File: config.mk
export PLATFORM = sky130hd
export DESIGN_NAME = rv_frontend
export DESIGN_NICKNAME = d
export VERILOG_FILES = /design/src/rv_pkg.sv /design/src/rv_frontend.sv /design/src/rv_operand_read.sv /design/src/rv_decode.sv /design/src/rv_predecode.sv /design/src/rv_fetch_buffer.sv
export SDC_FILE = /design/constraint.sdc
export NUM_CORES = 2
export LEC_CHECK = 0
export ABC_AREA = 0
export BUFFER_PORTS_ARGS = -buffer_cell sky130_fd_sc_hd__buf_2
export CAP_MARGIN = 5
export CORE_UTILIZATION = 40
export CTS_CLUSTER_SIZE = 16
export DETAILED_ROUTE_END_ITERATION = 12
export PLACE_DENSITY = 0.54
export SLEW_MARGIN = 10
export SYNTH_ARGS = -nofsm -noshare
export SYNTH_HDL_FRONTEND = slang
export SYNTH_SLANG_ARGS = --single-unit
File: constraint.sdc
create_clock -name i_clock -period 29.1 [get_ports i_clock]
set_clock_uncertainty 0.1 [all_clocks]
set_input_delay 5.82 -clock i_clock [delete_from_list [all_inputs] [get_ports i_clock]]
set_output_delay 5.82 -clock i_clock [all_outputs]
set_load 0.005 [all_outputs]
File: src/rv_pkg.sv
// rv32i front end shared types
package rv_pkg;

	localparam int xlen = 32;

	typedef logic [xlen-1:0] word_t;
	typedef logic [4:0] register_t;

	// major opcodes, bits 6:0 of the instruction
	typedef enum logic [6:0] {
		LUI      = 7'b0110111,
		AUIPC    = 7'b0010111,
		JAL      = 7'b1101111,
		JALR     = 7'b1100111,
		BRANCH   = 7'b1100011,
		LOAD     = 7'b0000011,
		STORE    = 7'b0100011,
		OP_IMM   = 7'b0010011,
		OP       = 7'b0110011,
		SYSTEM   = 7'b1110011,
		MISC_MEM = 7'b0001111
	} opcode_t;

	typedef enum logic [2:0] {
		FMT_R,
		FMT_I,
		FMT_S,
		FMT_B,
		FMT_U,
		FMT_J,
		FMT_CSR,
		FMT_NONE
	} instr_format_t;

	typedef enum logic [4:0] {
		ADD,
		SUB,
		SLL,
		SLT,
		SLTU,
		XOR,
		SRL,
		SRA,
		OR,
		AND,
		LUI_OP,
		AUIPC_OP,
		JAL_OP,
		JALR_OP,
		BEQ,
		BNE,
		BLT,
		BGE,
		BLTU,
		BGEU,
		LOAD_OP,
		STORE_OP,
		CSR_OP,
		FENCE_OP,
		INVALID_OP
	} alu_op_t;

	// fetch fills pc and instruction, pre-decode the rest
	typedef struct packed {
		word_t         pc;
		word_t         instruction;
		instr_format_t format;
		register_t     rs1;
		register_t     rs2;
		register_t     rd;
		word_t         imm;
	} fetch_data_t;

	typedef struct packed {
		fetch_data_t fetch;
		alu_op_t     op;
	} decoded_t;

	typedef struct packed {
		decoded_t decoded;
		word_t    rs1_value;
		word_t    rs2_value;
	} issue_t;

endpackage
File: src/rv_frontend.sv
// rv32i instruction front end
module rv_frontend import rv_pkg::*; #(
	parameter word_t reset_pc = 32'h0000_0000
) (
	input  logic      i_clock,
	input  logic      i_reset,
	input  logic      i_instr_valid,
	input  word_t     i_instr,
	input  logic      i_redirect,
	input  word_t     i_redirect_pc,
	input  logic      i_issue_ready,
	input  logic      i_wb_enable,
	input  register_t i_wb_rd,
	input  word_t     i_wb_data,
	output logic      o_instr_ready,
	output logic      o_issue_valid,
	output issue_t    o_issue
);

	logic        flush;
	logic        fetch_valid;
	logic        fetch_ready;
	fetch_data_t fetch_data;
	logic        pre_valid;
	logic        pre_ready;
	fetch_data_t pre_data;
	logic        dec_valid;
	logic        dec_ready;
	decoded_t    dec_data;

	rv_fetch_buffer #(
		.reset_pc(reset_pc)
	) fetch0 (
		.i_clock(i_clock),
		.i_reset(i_reset),
		.i_instr_valid(i_instr_valid),
		.i_instr(i_instr),
		.i_redirect(i_redirect),
		.i_redirect_pc(i_redirect_pc),
		.i_ready(fetch_ready),
		.o_instr_ready(o_instr_ready),
		.o_valid(fetch_valid),
		.o_data(fetch_data),
		.o_flush(flush)
	);

	rv_predecode predecode0 (
		.i_clock(i_clock),
		.i_reset(i_reset),
		.i_flush(flush),
		.i_valid(fetch_valid),
		.i_data(fetch_data),
		.i_ready(pre_ready),
		.o_ready(fetch_ready),
		.o_valid(pre_valid),
		.o_data(pre_data)
	);

	rv_decode decode0 (
		.i_clock(i_clock),
		.i_reset(i_reset),
		.i_flush(flush),
		.i_valid(pre_valid),
		.i_data(pre_data),
		.i_ready(dec_ready),
		.o_ready(pre_ready),
		.o_valid(dec_valid),
		.o_data(dec_data)
	);

	rv_operand_read operand0 (
		.i_clock(i_clock),
		.i_reset(i_reset),
		.i_flush(flush),
		.i_valid(dec_valid),
		.i_data(dec_data),
		.i_ready(i_issue_ready),
		.i_wb_enable(i_wb_enable),
		.i_wb_rd(i_wb_rd),
		.i_wb_data(i_wb_data),
		.o_ready(dec_ready),
		.o_valid(o_issue_valid),
		.o_data(o_issue)
	);

endmodule

File: src/rv_operand_read.sv
// operand read, register file with writeback
module rv_operand_read import rv_pkg::*; (
	input  logic      i_clock,
	input  logic      i_reset,
	input  logic      i_flush,
	input  logic      i_valid,
	input  decoded_t  i_data,
	input  logic      i_ready,
	input  logic      i_wb_enable,
	input  register_t i_wb_rd,
	input  word_t     i_wb_data,
	output logic      o_ready,
	output logic      o_valid,
	output issue_t    o_data
);

	word_t  regs [1:31]; // x0 is not stored
	logic   valid_q;
	issue_t data_q;
	issue_t next;
	logic   load;

	// register value as seen on this edge, including a same-edge write
	function automatic word_t read_reg(input register_t idx);
		word_t value;
		if (idx == 5'd0)
			value = '0;
		else if (i_wb_enable && (i_wb_rd == idx))
			value = i_wb_data;
		else
			value = regs[idx];
		return value;
	endfunction

	always_ff @(posedge i_clock) begin
		if (i_wb_enable && (i_wb_rd != 5'd0))
			regs[i_wb_rd] <= i_wb_data;
	end

	always_comb begin
		next.decoded = i_data;
		next.rs1_value = read_reg(i_data.fetch.rs1);
		next.rs2_value = read_reg(i_data.fetch.rs2);
	end

	assign o_ready = !valid_q || i_ready;
	assign load = i_valid && o_ready;

	always_ff @(posedge i_clock) begin
		if (i_reset || i_flush)
			valid_q <= 1'b0;
		else if (o_ready)
			valid_q <= i_valid;
	end

	// operands are frozen once captured
	always_ff @(posedge i_clock) begin
		if (load)
			data_q <= next;
	end

	assign o_valid = valid_q;
	assign o_data = data_q;

	a_x0_rs1: assert property (@(posedge i_clock) disable iff (i_reset)
		(load && i_wb_enable && (i_wb_rd == 5'd0) && (i_data.fetch.rs1 == 5'd0))
		|=> (o_data.rs1_value == '0));

	a_x0_rs2: assert property (@(posedge i_clock) disable iff (i_reset)
		(load && i_wb_enable && (i_wb_rd == 5'd0) && (i_data.fetch.rs2 == 5'd0))
		|=> (o_data.rs2_value == '0));

endmodule

File: src/rv_decode.sv
// decode to operation
module rv_decode import rv_pkg::*; (
	input  logic        i_clock,
	input  logic        i_reset,
	input  logic        i_flush,
	input  logic        i_valid,
	input  fetch_data_t i_data,
	input  logic        i_ready,
	output logic        o_ready,
	output logic        o_valid,
	output decoded_t    o_data
);

	logic       valid_q;
	decoded_t   data_q;
	decoded_t   next;
	alu_op_t    op;
	logic [2:0] funct3;
	logic       alt; // bit 30, sub and sra select

	assign funct3 = i_data.instruction[14:12];
	assign alt = i_data.instruction[30];

	always_comb begin
		op = INVALID_OP;
		case (i_data.instruction[6:0])
			LUI:   op = LUI_OP;
			AUIPC: op = AUIPC_OP;
			JAL:   op = JAL_OP;
			JALR:  op = (funct3 == 3'b000) ? JALR_OP : INVALID_OP;
			BRANCH: begin
				case (funct3)
					3'b000:  op = BEQ;
					3'b001:  op = BNE;
					3'b100:  op = BLT;
					3'b101:  op = BGE;
					3'b110:  op = BLTU;
					3'b111:  op = BGEU;
					default: op = INVALID_OP;
				endcase
			end
			LOAD:  op = (funct3 inside {3'b000, 3'b001, 3'b010, 3'b100, 3'b101}) ?
				LOAD_OP : INVALID_OP;
			STORE: op = (funct3 inside {3'b000, 3'b001, 3'b010}) ? STORE_OP : INVALID_OP;
			OP_IMM: begin
				case (funct3)
					3'b000: op = ADD;
					3'b001: op = alt ? INVALID_OP : SLL;
					3'b010: op = SLT;
					3'b011: op = SLTU;
					3'b100: op = XOR;
					3'b101: op = alt ? SRA : SRL; // srai keeps imm bit 10 set
					3'b110: op = OR;
					3'b111: op = AND;
				endcase
			end
			OP: begin
				case (funct3)
					3'b000: op = alt ? SUB : ADD;
					3'b001: op = alt ? INVALID_OP : SLL;
					3'b010: op = alt ? INVALID_OP : SLT;
					3'b011: op = alt ? INVALID_OP : SLTU;
					3'b100: op = alt ? INVALID_OP : XOR;
					3'b101: op = alt ? SRA : SRL;
					3'b110: op = alt ? INVALID_OP : OR;
					3'b111: op = alt ? INVALID_OP : AND;
				endcase
			end
			MISC_MEM: op = (funct3 == 3'b000) ? FENCE_OP : INVALID_OP;
			SYSTEM:   op = (funct3 != 3'b000) ? CSR_OP : INVALID_OP; // ecall, ebreak not decoded
			default:  op = INVALID_OP;
		endcase
	end

	always_comb begin
		next.fetch = i_data;
		next.op = op;
	end

	assign o_ready = !valid_q || i_ready;

	always_ff @(posedge i_clock) begin
		if (i_reset || i_flush)
			valid_q <= 1'b0;
		else if (o_ready)
			valid_q <= i_valid;
	end

	always_ff @(posedge i_clock) begin
		if (i_valid && o_ready)
			data_q <= next;
	end

	assign o_valid = valid_q;
	assign o_data = data_q;

endmodule

File: src/rv_predecode.sv
// pre-decode, format, register indices and immediate
module rv_predecode import rv_pkg::*; (
	input  logic        i_clock,
	input  logic        i_reset,
	input  logic        i_flush,
	input  logic        i_valid,
	input  fetch_data_t i_data,
	input  logic        i_ready,
	output logic        o_ready,
	output logic        o_valid,
	output fetch_data_t o_data
);

	logic          valid_q;
	fetch_data_t   data_q;
	fetch_data_t   next;
	instr_format_t format;
	word_t         instr;
	logic          have_rs1;
	logic          have_rs2;
	logic          have_rd;
	word_t         imm;

	assign instr = i_data.instruction;

	always_comb begin
		case (instr[6:0])
			OP:       format = FMT_R;
			JALR,
			LOAD,
			OP_IMM,
			MISC_MEM: format = FMT_I;
			STORE:    format = FMT_S;
			BRANCH:   format = FMT_B;
			LUI,
			AUIPC:    format = FMT_U;
			JAL:      format = FMT_J;
			SYSTEM:   format = FMT_CSR;
			default:  format = FMT_NONE;
		endcase
	end

	// which index fields exist in this format
	assign have_rs1 = (format == FMT_R) || (format == FMT_I) || (format == FMT_S) ||
		(format == FMT_B) || (format == FMT_CSR);
	assign have_rs2 = (format == FMT_R) || (format == FMT_S) || (format == FMT_B);
	assign have_rd = (format == FMT_R) || (format == FMT_I) || (format == FMT_U) ||
		(format == FMT_J) || (format == FMT_CSR);

	always_comb begin
		case (format)
			FMT_I:   imm = {{21{instr[31]}}, instr[30:20]}; // shamt sits in the low bits
			FMT_S:   imm = {{21{instr[31]}}, instr[30:25], instr[11:7]};
			FMT_B:   imm = {{20{instr[31]}}, instr[7], instr[30:25], instr[11:8], 1'b0};
			FMT_U:   imm = {instr[31:12], 12'b0};
			FMT_J:   imm = {{12{instr[31]}}, instr[19:12], instr[20], instr[30:21], 1'b0};
			FMT_CSR: imm = {20'b0, instr[31:20]}; // csr address, zero extended
			default: imm = '0;
		endcase
	end

	always_comb begin
		next = i_data;
		next.format = format;
		next.rs1 = have_rs1 ? instr[19:15] : 5'd0;
		next.rs2 = have_rs2 ? instr[24:20] : 5'd0;
		next.rd = have_rd ? instr[11:7] : 5'd0;
		next.imm = imm;
	end

	assign o_ready = !valid_q || i_ready;

	always_ff @(posedge i_clock) begin
		if (i_reset || i_flush)
			valid_q <= 1'b0;
		else if (o_ready)
			valid_q <= i_valid;
	end

	always_ff @(posedge i_clock) begin
		if (i_valid && o_ready)
			data_q <= next;
	end

	assign o_valid = valid_q;
	assign o_data = data_q;

	// a stalled item must not change under the consumer
	a_hold_stable: assert property (@(posedge i_clock) disable iff (i_reset)
		(o_valid && !i_ready && !i_flush) |=> (o_valid && $stable(o_data)));

endmodule

File: src/rv_fetch_buffer.sv
// fetch buffer, pc tagging and redirect
module rv_fetch_buffer import rv_pkg::*; #(
	parameter word_t reset_pc = 32'h0000_0000
) (
	input  logic        i_clock,
	input  logic        i_reset,
	input  logic        i_instr_valid,
	input  word_t       i_instr,
	input  logic        i_redirect,
	input  word_t       i_redirect_pc,
	input  logic        i_ready,
	output logic        o_instr_ready,
	output logic        o_valid,
	output fetch_data_t o_data,
	output logic        o_flush
);

	word_t       pc_next; // pc of the next accepted word
	logic        valid_q;
	fetch_data_t data_q;
	fetch_data_t slot;
	logic        accept;

	// no word is taken on the redirect edge
	assign o_instr_ready = !i_redirect && (!valid_q || i_ready);
	assign accept = i_instr_valid && o_instr_ready;

	always_comb begin
		slot = '0;
		slot.format = FMT_NONE; // filled in by pre-decode
		slot.pc = pc_next;
		slot.instruction = i_instr;
	end

	always_ff @(posedge i_clock) begin
		if (i_reset) begin
			pc_next <= reset_pc;
			valid_q <= 1'b0;
		end else if (i_redirect) begin
			pc_next <= i_redirect_pc;
			valid_q <= 1'b0;
		end else begin
			if (accept)
				pc_next <= pc_next + 32'd4;
			if (o_instr_ready)
				valid_q <= i_instr_valid;
		end
	end

	always_ff @(posedge i_clock) begin
		if (accept)
			data_q <= slot;
	end

	assign o_valid = valid_q;
	assign o_data = data_q;
	assign o_flush = i_redirect; // later stages drop their items on the same edge

	a_redirect_aligned: assert property (@(posedge i_clock) disable iff (i_reset)
		i_redirect |-> (i_redirect_pc[1:0] == 2'b00));

endmodule

## After elaboration in Yosys (flattened, before gate mapping)

Memory sizes are Yosys's and may differ from the RTL's. A register that Yosys moved wholly into a read port is not among the register bits.
Cells that the tools add are included.

- Register bits: 452
- RAM bits: 992
- Output and inout port bits: 185
- Memories kept: 1

- $add $sub $neg: 1
- Eq/ne operators: 35
- Multiplexer cells: 23
- Reductions and logical operators: 37

Memories:

| memory | words | bits a word | read ports | clocked after Yosys merged registers in | write ports | line | source |
|---|---|---|---|---|---|---|---|
| operand0.regs | 31 | 32 | 2 | 2 | 1 | rv_operand_read.sv:17 | `word_t regs [1:31];` |

Operator list:

| operator | number |
|---|---|
| $pmux 32 s6 | 1 |
| $pmux 5 s8 | 2 |
| $mux 32 | 2 |
| $eq 7x7->1 const B | 8 |
| $pmux 5 s11 | 1 |
| $eq 7x6->1 const B | 6 |
| $mux 5 | 7 |
| $add 32x3->32 const B | 1 |
| $pmux 5 s6 | 1 |
| $eq 7x5->1 const B | 4 |
| $eq 3x3->1 const B | 7 |
| $pmux 3 s7 | 1 |
| $mux 4 | 4 |
| $eq 7x2->1 const B | 2 |
| $eq 7x4->1 const B | 2 |
| $logic_or 1x1->1 | 14 |
| $eq 3x2->1 const B | 4 |
| $logic_not 5->1 | 2 |
| $reduce_bool 5->1 | 2 |
| $eq 3x1->1 const B | 2 |
| $logic_and 1x1->1 | 6 |
| $logic_not 3->1 | 2 |
| $reduce_bool 3->1 | 2 |
| $logic_not 1->1 | 5 |
| other kinds (4) | 8 |

## Logic depth before layout (Yosys ltp)

- Depth in word-level cells: 9
- Gate-level depth with buffers: 10
- Gate-level depth less buffers: 6

## Cells and area by module

A second synthesis with hierarchy kept.

- Cells, all modules: 3,819
- Area, all modules: 65,744.3 um2

By module, submodules not included:

| module | instances | cells each | area an instance (um2) |
|---|---|---|---|
| rv_operand_read | 1 | 2,986 | 53,069.6 |
| rv_predecode | 1 | 286 | 4,429.2 |
| rv_fetch_buffer | 1 | 338 | 4,142.7 |
| rv_decode | 1 | 209 | 4,102.7 |

## Worst setup path before layout

Ideal clock, no wire load.

- Path type: input -> register
- Start point: input port i_issue_ready
- End point: register decode0.data_q, in the netlist decode0.o_data[0], enable pin
- Setup time: 779 ps
- Arrival time: 14,496 ps
- Setup slack: 13,724 ps
- Cell stages on the path: 2
- Path buffers: 0
- Path through: nor2b_1 > a21boi_0

- Word-level cells in the longest chain between the ends: 3

RTL lines:

| what | line | source |
|---|---|---|
| start: declaration | rv_frontend.sv:11 | `input logic i_issue_ready,` |
| $logic_or 1x1->1 | rv_operand_read.sv:46 | `assign o_ready = !valid_q \|\| i_ready;` |
| $logic_or 1x1->1 | rv_decode.sv:80 | `assign o_ready = !valid_q \|\| i_ready;` |
| $logic_and 1x1->1 | rv_decode.sv:90 | `if (i_valid && o_ready)` |
| end signal: assignment | rv_decode.sv:91 | `data_q <= next;` |
| end: declaration | rv_decode.sv:15 | `decoded_t data_q;` |

No other way between the ends.
A chain may end at the register's enable or synchronous reset.

## Worst setup path after layout

- Start point: input port i_redirect
- End point: output port o_instr_ready

- Word-level cells in the longest chain between the ends: 2

RTL lines:

| what | line | source |
|---|---|---|
| start: declaration | rv_frontend.sv:9 | `input logic i_redirect,` |
| $logic_not 1->1 | rv_fetch_buffer.sv:25 | `assign o_instr_ready = !i_redirect && (!valid_q \|\| i_ready);` |
| $logic_and 1x1->1 | rv_fetch_buffer.sv:25 |  |
| end: declaration | rv_frontend.sv:15 | `output logic o_instr_ready,` |

No other way between the ends.

==> flow_metrics.env <==
export IMPL_antenna_found_initial=17
export IMPL_syn_inst=3737
export IMPL_synth_area_mm2=0.0647
export IMPL_die_w_um=404
export IMPL_cp_data_required_time_ns=23.18
export IMPL_tightest_slew_ns=1.17
export IMPL_netlist_area_leader_share_pct=68.3
export IMPL_nets=4119
export IMPL_max_slew_margin_pct=21.7
export IMPL_grt_ovfl_total=0
export IMPL_grt_max_degree=128
export IMPL_power_density_mw_per_mm2=62.5
export IMPL_core_area_mm2=0.161
export IMPL_gp_congestion=0.808
export IMPL_hpwl_um=111000
export IMPL_status="complete, no violations"
export IMPL_cts_made_buffers=162
export IMPL_leakagePower_nw=26.4
export IMPL_synth_seq_cells=1508
export IMPL_syn_to_final_growth_pct=14.6
export IMPL_post_cts_setup_buffers=0
export IMPL_rows=147
export IMPL_dr_pass1_iters=5
export IMPL_synth_warnings=0
export IMPL_clock_latency_ns=0.80
export IMPL_min_period_ns=13.03
export IMPL_layout_drive_gt1_share_pct=24.5
export IMPL_grt_pass1_vias=37400
export IMPL_track_usage_pct=23.7
export IMPL_post_route_period_util_pct=44.8
export IMPL_setup_viol=0
export IMPL_ctsHoldBuffers=0
export IMPL_vias_per_cell=5.92
export IMPL_power_mw=4.63
export IMPL_cts_tree="built"
export IMPL_initial_core_util_pct=40.3
export IMPL_hold_viol_final=0
export IMPL_synth_edf_count=1472
export IMPL_ir_drop_mv=0.0585
export IMPL_die_h_um=404
export IMPL_final_cell_mix="edfxtp_1 (1472), mux2i_1 (448), buf_2 (291)"
export IMPL_io_pins=292
export IMPL_syn_nets=3845
export IMPL_ys_dominant_reg_cell="edfxtp_1"
export IMPL_drc_errors=0
export IMPL_netlist_cell_type_count=68
export IMPL_arrival_ns=7.11
export IMPL_cts_path_max_buffers=3
export IMPL_wl_per_cell_um=31.0
export IMPL_cts_resized_gates=0
export IMPL_grt_pass1_wl_um=274000
export IMPL_htree_levels=4
export IMPL_start_kind="input pin"
export IMPL_synth_area_leader_cell="edfxtp_1"
export IMPL_clk_pin_slew_ns=0.06
export IMPL_register_area_mm2=0.0449
export IMPL_maxCapViolations=0
export IMPL_ys_top_cells_by_area="edfxtp_1 (68%), mux4_2 (8.9%), mux2i_1 (6.9%)"
export IMPL_postSynth_asyncResetShare_pct=0
export IMPL_crit_path_end_kind="primary output"
export IMPL_utilization_pct=46.2
export IMPL_hold_class="flip-flop to flip-flop"
export IMPL_vias=37400
export IMPL_wirelength_um=195000
export IMPL_die_area_mm2=0.163
export IMPL_final_common_cell="edfxtp_1"
export IMPL_critPathMaxFanout=67
export IMPL_tns_ns=0
export IMPL_finalMaxSlewViolations=0
export IMPL_rsz0062_at_grt="no"
export IMPL_syn_area_per_cell_um2=17.3
export IMPL_drt_first_iter_violations=3786
export IMPL_cts_root_buf="clkbuf_16"
export IMPL_path_class="input pin to primary output"
export IMPL_fillerInstances=13800
export IMPL_max_freq_mhz=76.7
export IMPL_io_buffers=291
export IMPL_multi_input_area_mm2=0.0188
export IMPL_yosysSeqAreaShare_pct=69.5
export IMPL_cts_sinks=1508
export IMPL_ant_nets=0
==> where the power goes <==
| part | total, mW | internal [mW] | leakage (nW) | switching [mW] |
|---|---|---|---|---|
| Sequential | 2.43 | 2.41 | 13.6 | 0.0188 |
| Combinational | 0.129 | 0.0445 | 10.2 | 0.0840 |
| Clock | 2.07 | 1.20 | 2.63 | 0.868 |
==> final timing paths <==
| kind | startpoint | end | slack, ns | depth (start not counted) |
|---|---|---|---|---|
| min | predecode0.o_data[113] | decode0.o_data[118] | 0.30 | 0 |
| min reg2reg | predecode0.o_data[113] | decode0.o_data[118] | 0.30 | 0 |
| max reg2reg | decode0.o_data[42] | operand0.o_data[7] | 23.51 | 10 |
| max | i_redirect | o_instr_ready | 16.07 | 4 |
==> per-stage QoR <==
stage	instances	hold slack, ns	instance area [µm²]	setup slack, ns
2_1_floorplan	3737	0.300	64700	13.72
3_3_place_gp	6007	0.300	68800	16.07
3_5_place_dp	6007	0.305	68800	16.09
4_1_cts	6308	0.296	74100	16.08
5_1_grt	6309	0.305	74100	15.94
6_report	6313	0.299	74100	16.07
==> synth_stat cells, types with 6 or more instances <==
cell and instances:
a2111oi_0 12, a211oi_1 38, a21o_1 28, a21oi_1 203, a221o_1 62, a22o_1 66
a2bb2oi_1 63, a31o_2 6, and2_1 29, and3_1 9, and4_1 7, buf_1 17
buf_2 71, buf_4 16, buf_6 7, clkbuf_1 165, dfxtp_1 36, edfxtp_1 1472
inv_1 24, mux2_2 64, mux2i_1 448, mux4_2 257, nand2_1 98, nand3_1 84
nand3b_1 10, nand4_1 17, nor2_1 123, nor2b_1 26, nor3_1 25, nor4_1 6
o21a_1 14, o21ai_0 13, o221ai_1 94, o22ai_1 36, o31a_1 7, or3_1 6
xnor2_1 17
==> cell families after synthesis <==
| family | after synthesis | share of synthesized area [%] |
|---|---|---|
| flip-flops | 1508 | 69.5 |
| multiplexers | 769 | 17.0 |
| AO/OA/AOI/OAI | 677 | 7.70 |
| AND/OR/NAND/NOR | 462 | 3.51 |
| buffers and inverters | 300 | 2.05 |
| XOR/XNOR | 20 | 0.271 |
| adder cells (fa/ha/maj) | 1 | 0.0193 |
==> critical path, stage by stage <==
cell    delay (ns)
buf_2         0.83
a21o_1        0.24
inv_1         0.07
buf_2         0.14
==> sequential cells by signal, summed over array words and instances, names as in the netlist <==
name / flops
operand0.o_data: 183
fetch0.pc_next: 32
operand0.o_valid: 1
fetch0.o_data: 64
predecode0.o_data: 114
fetch0.o_valid: 1
decode0.o_data: 119
predecode0.o_valid: 1
decode0.o_valid: 1
operand0.regs: 992
==> final cells by class <==
type | count | share of cell area (%)
Multi-Input combinational cell | 1929 | 25.4
Tap cell | 2160 | 3.65
Timing Repair Buffer | 386 | 3.01
Sequential cell | 1508 | 60.6
Clock buffer | 190 | 5.64
Clock inverter | 111 | 1.59
Antenna cell | 5 | 0.0169
Inverter | 24 | 0.122
==> layer usage <==
metal	wire, µm	global-route usage (%)	vias to the layer above
met5	111	0	-
met4	6550	8.09	16
met2	91600	37.7	1581
met1	80500	31.8	19400
li1	-	-	16000
met3	16700	5.71	349
(Power assumes the default switching activity.)
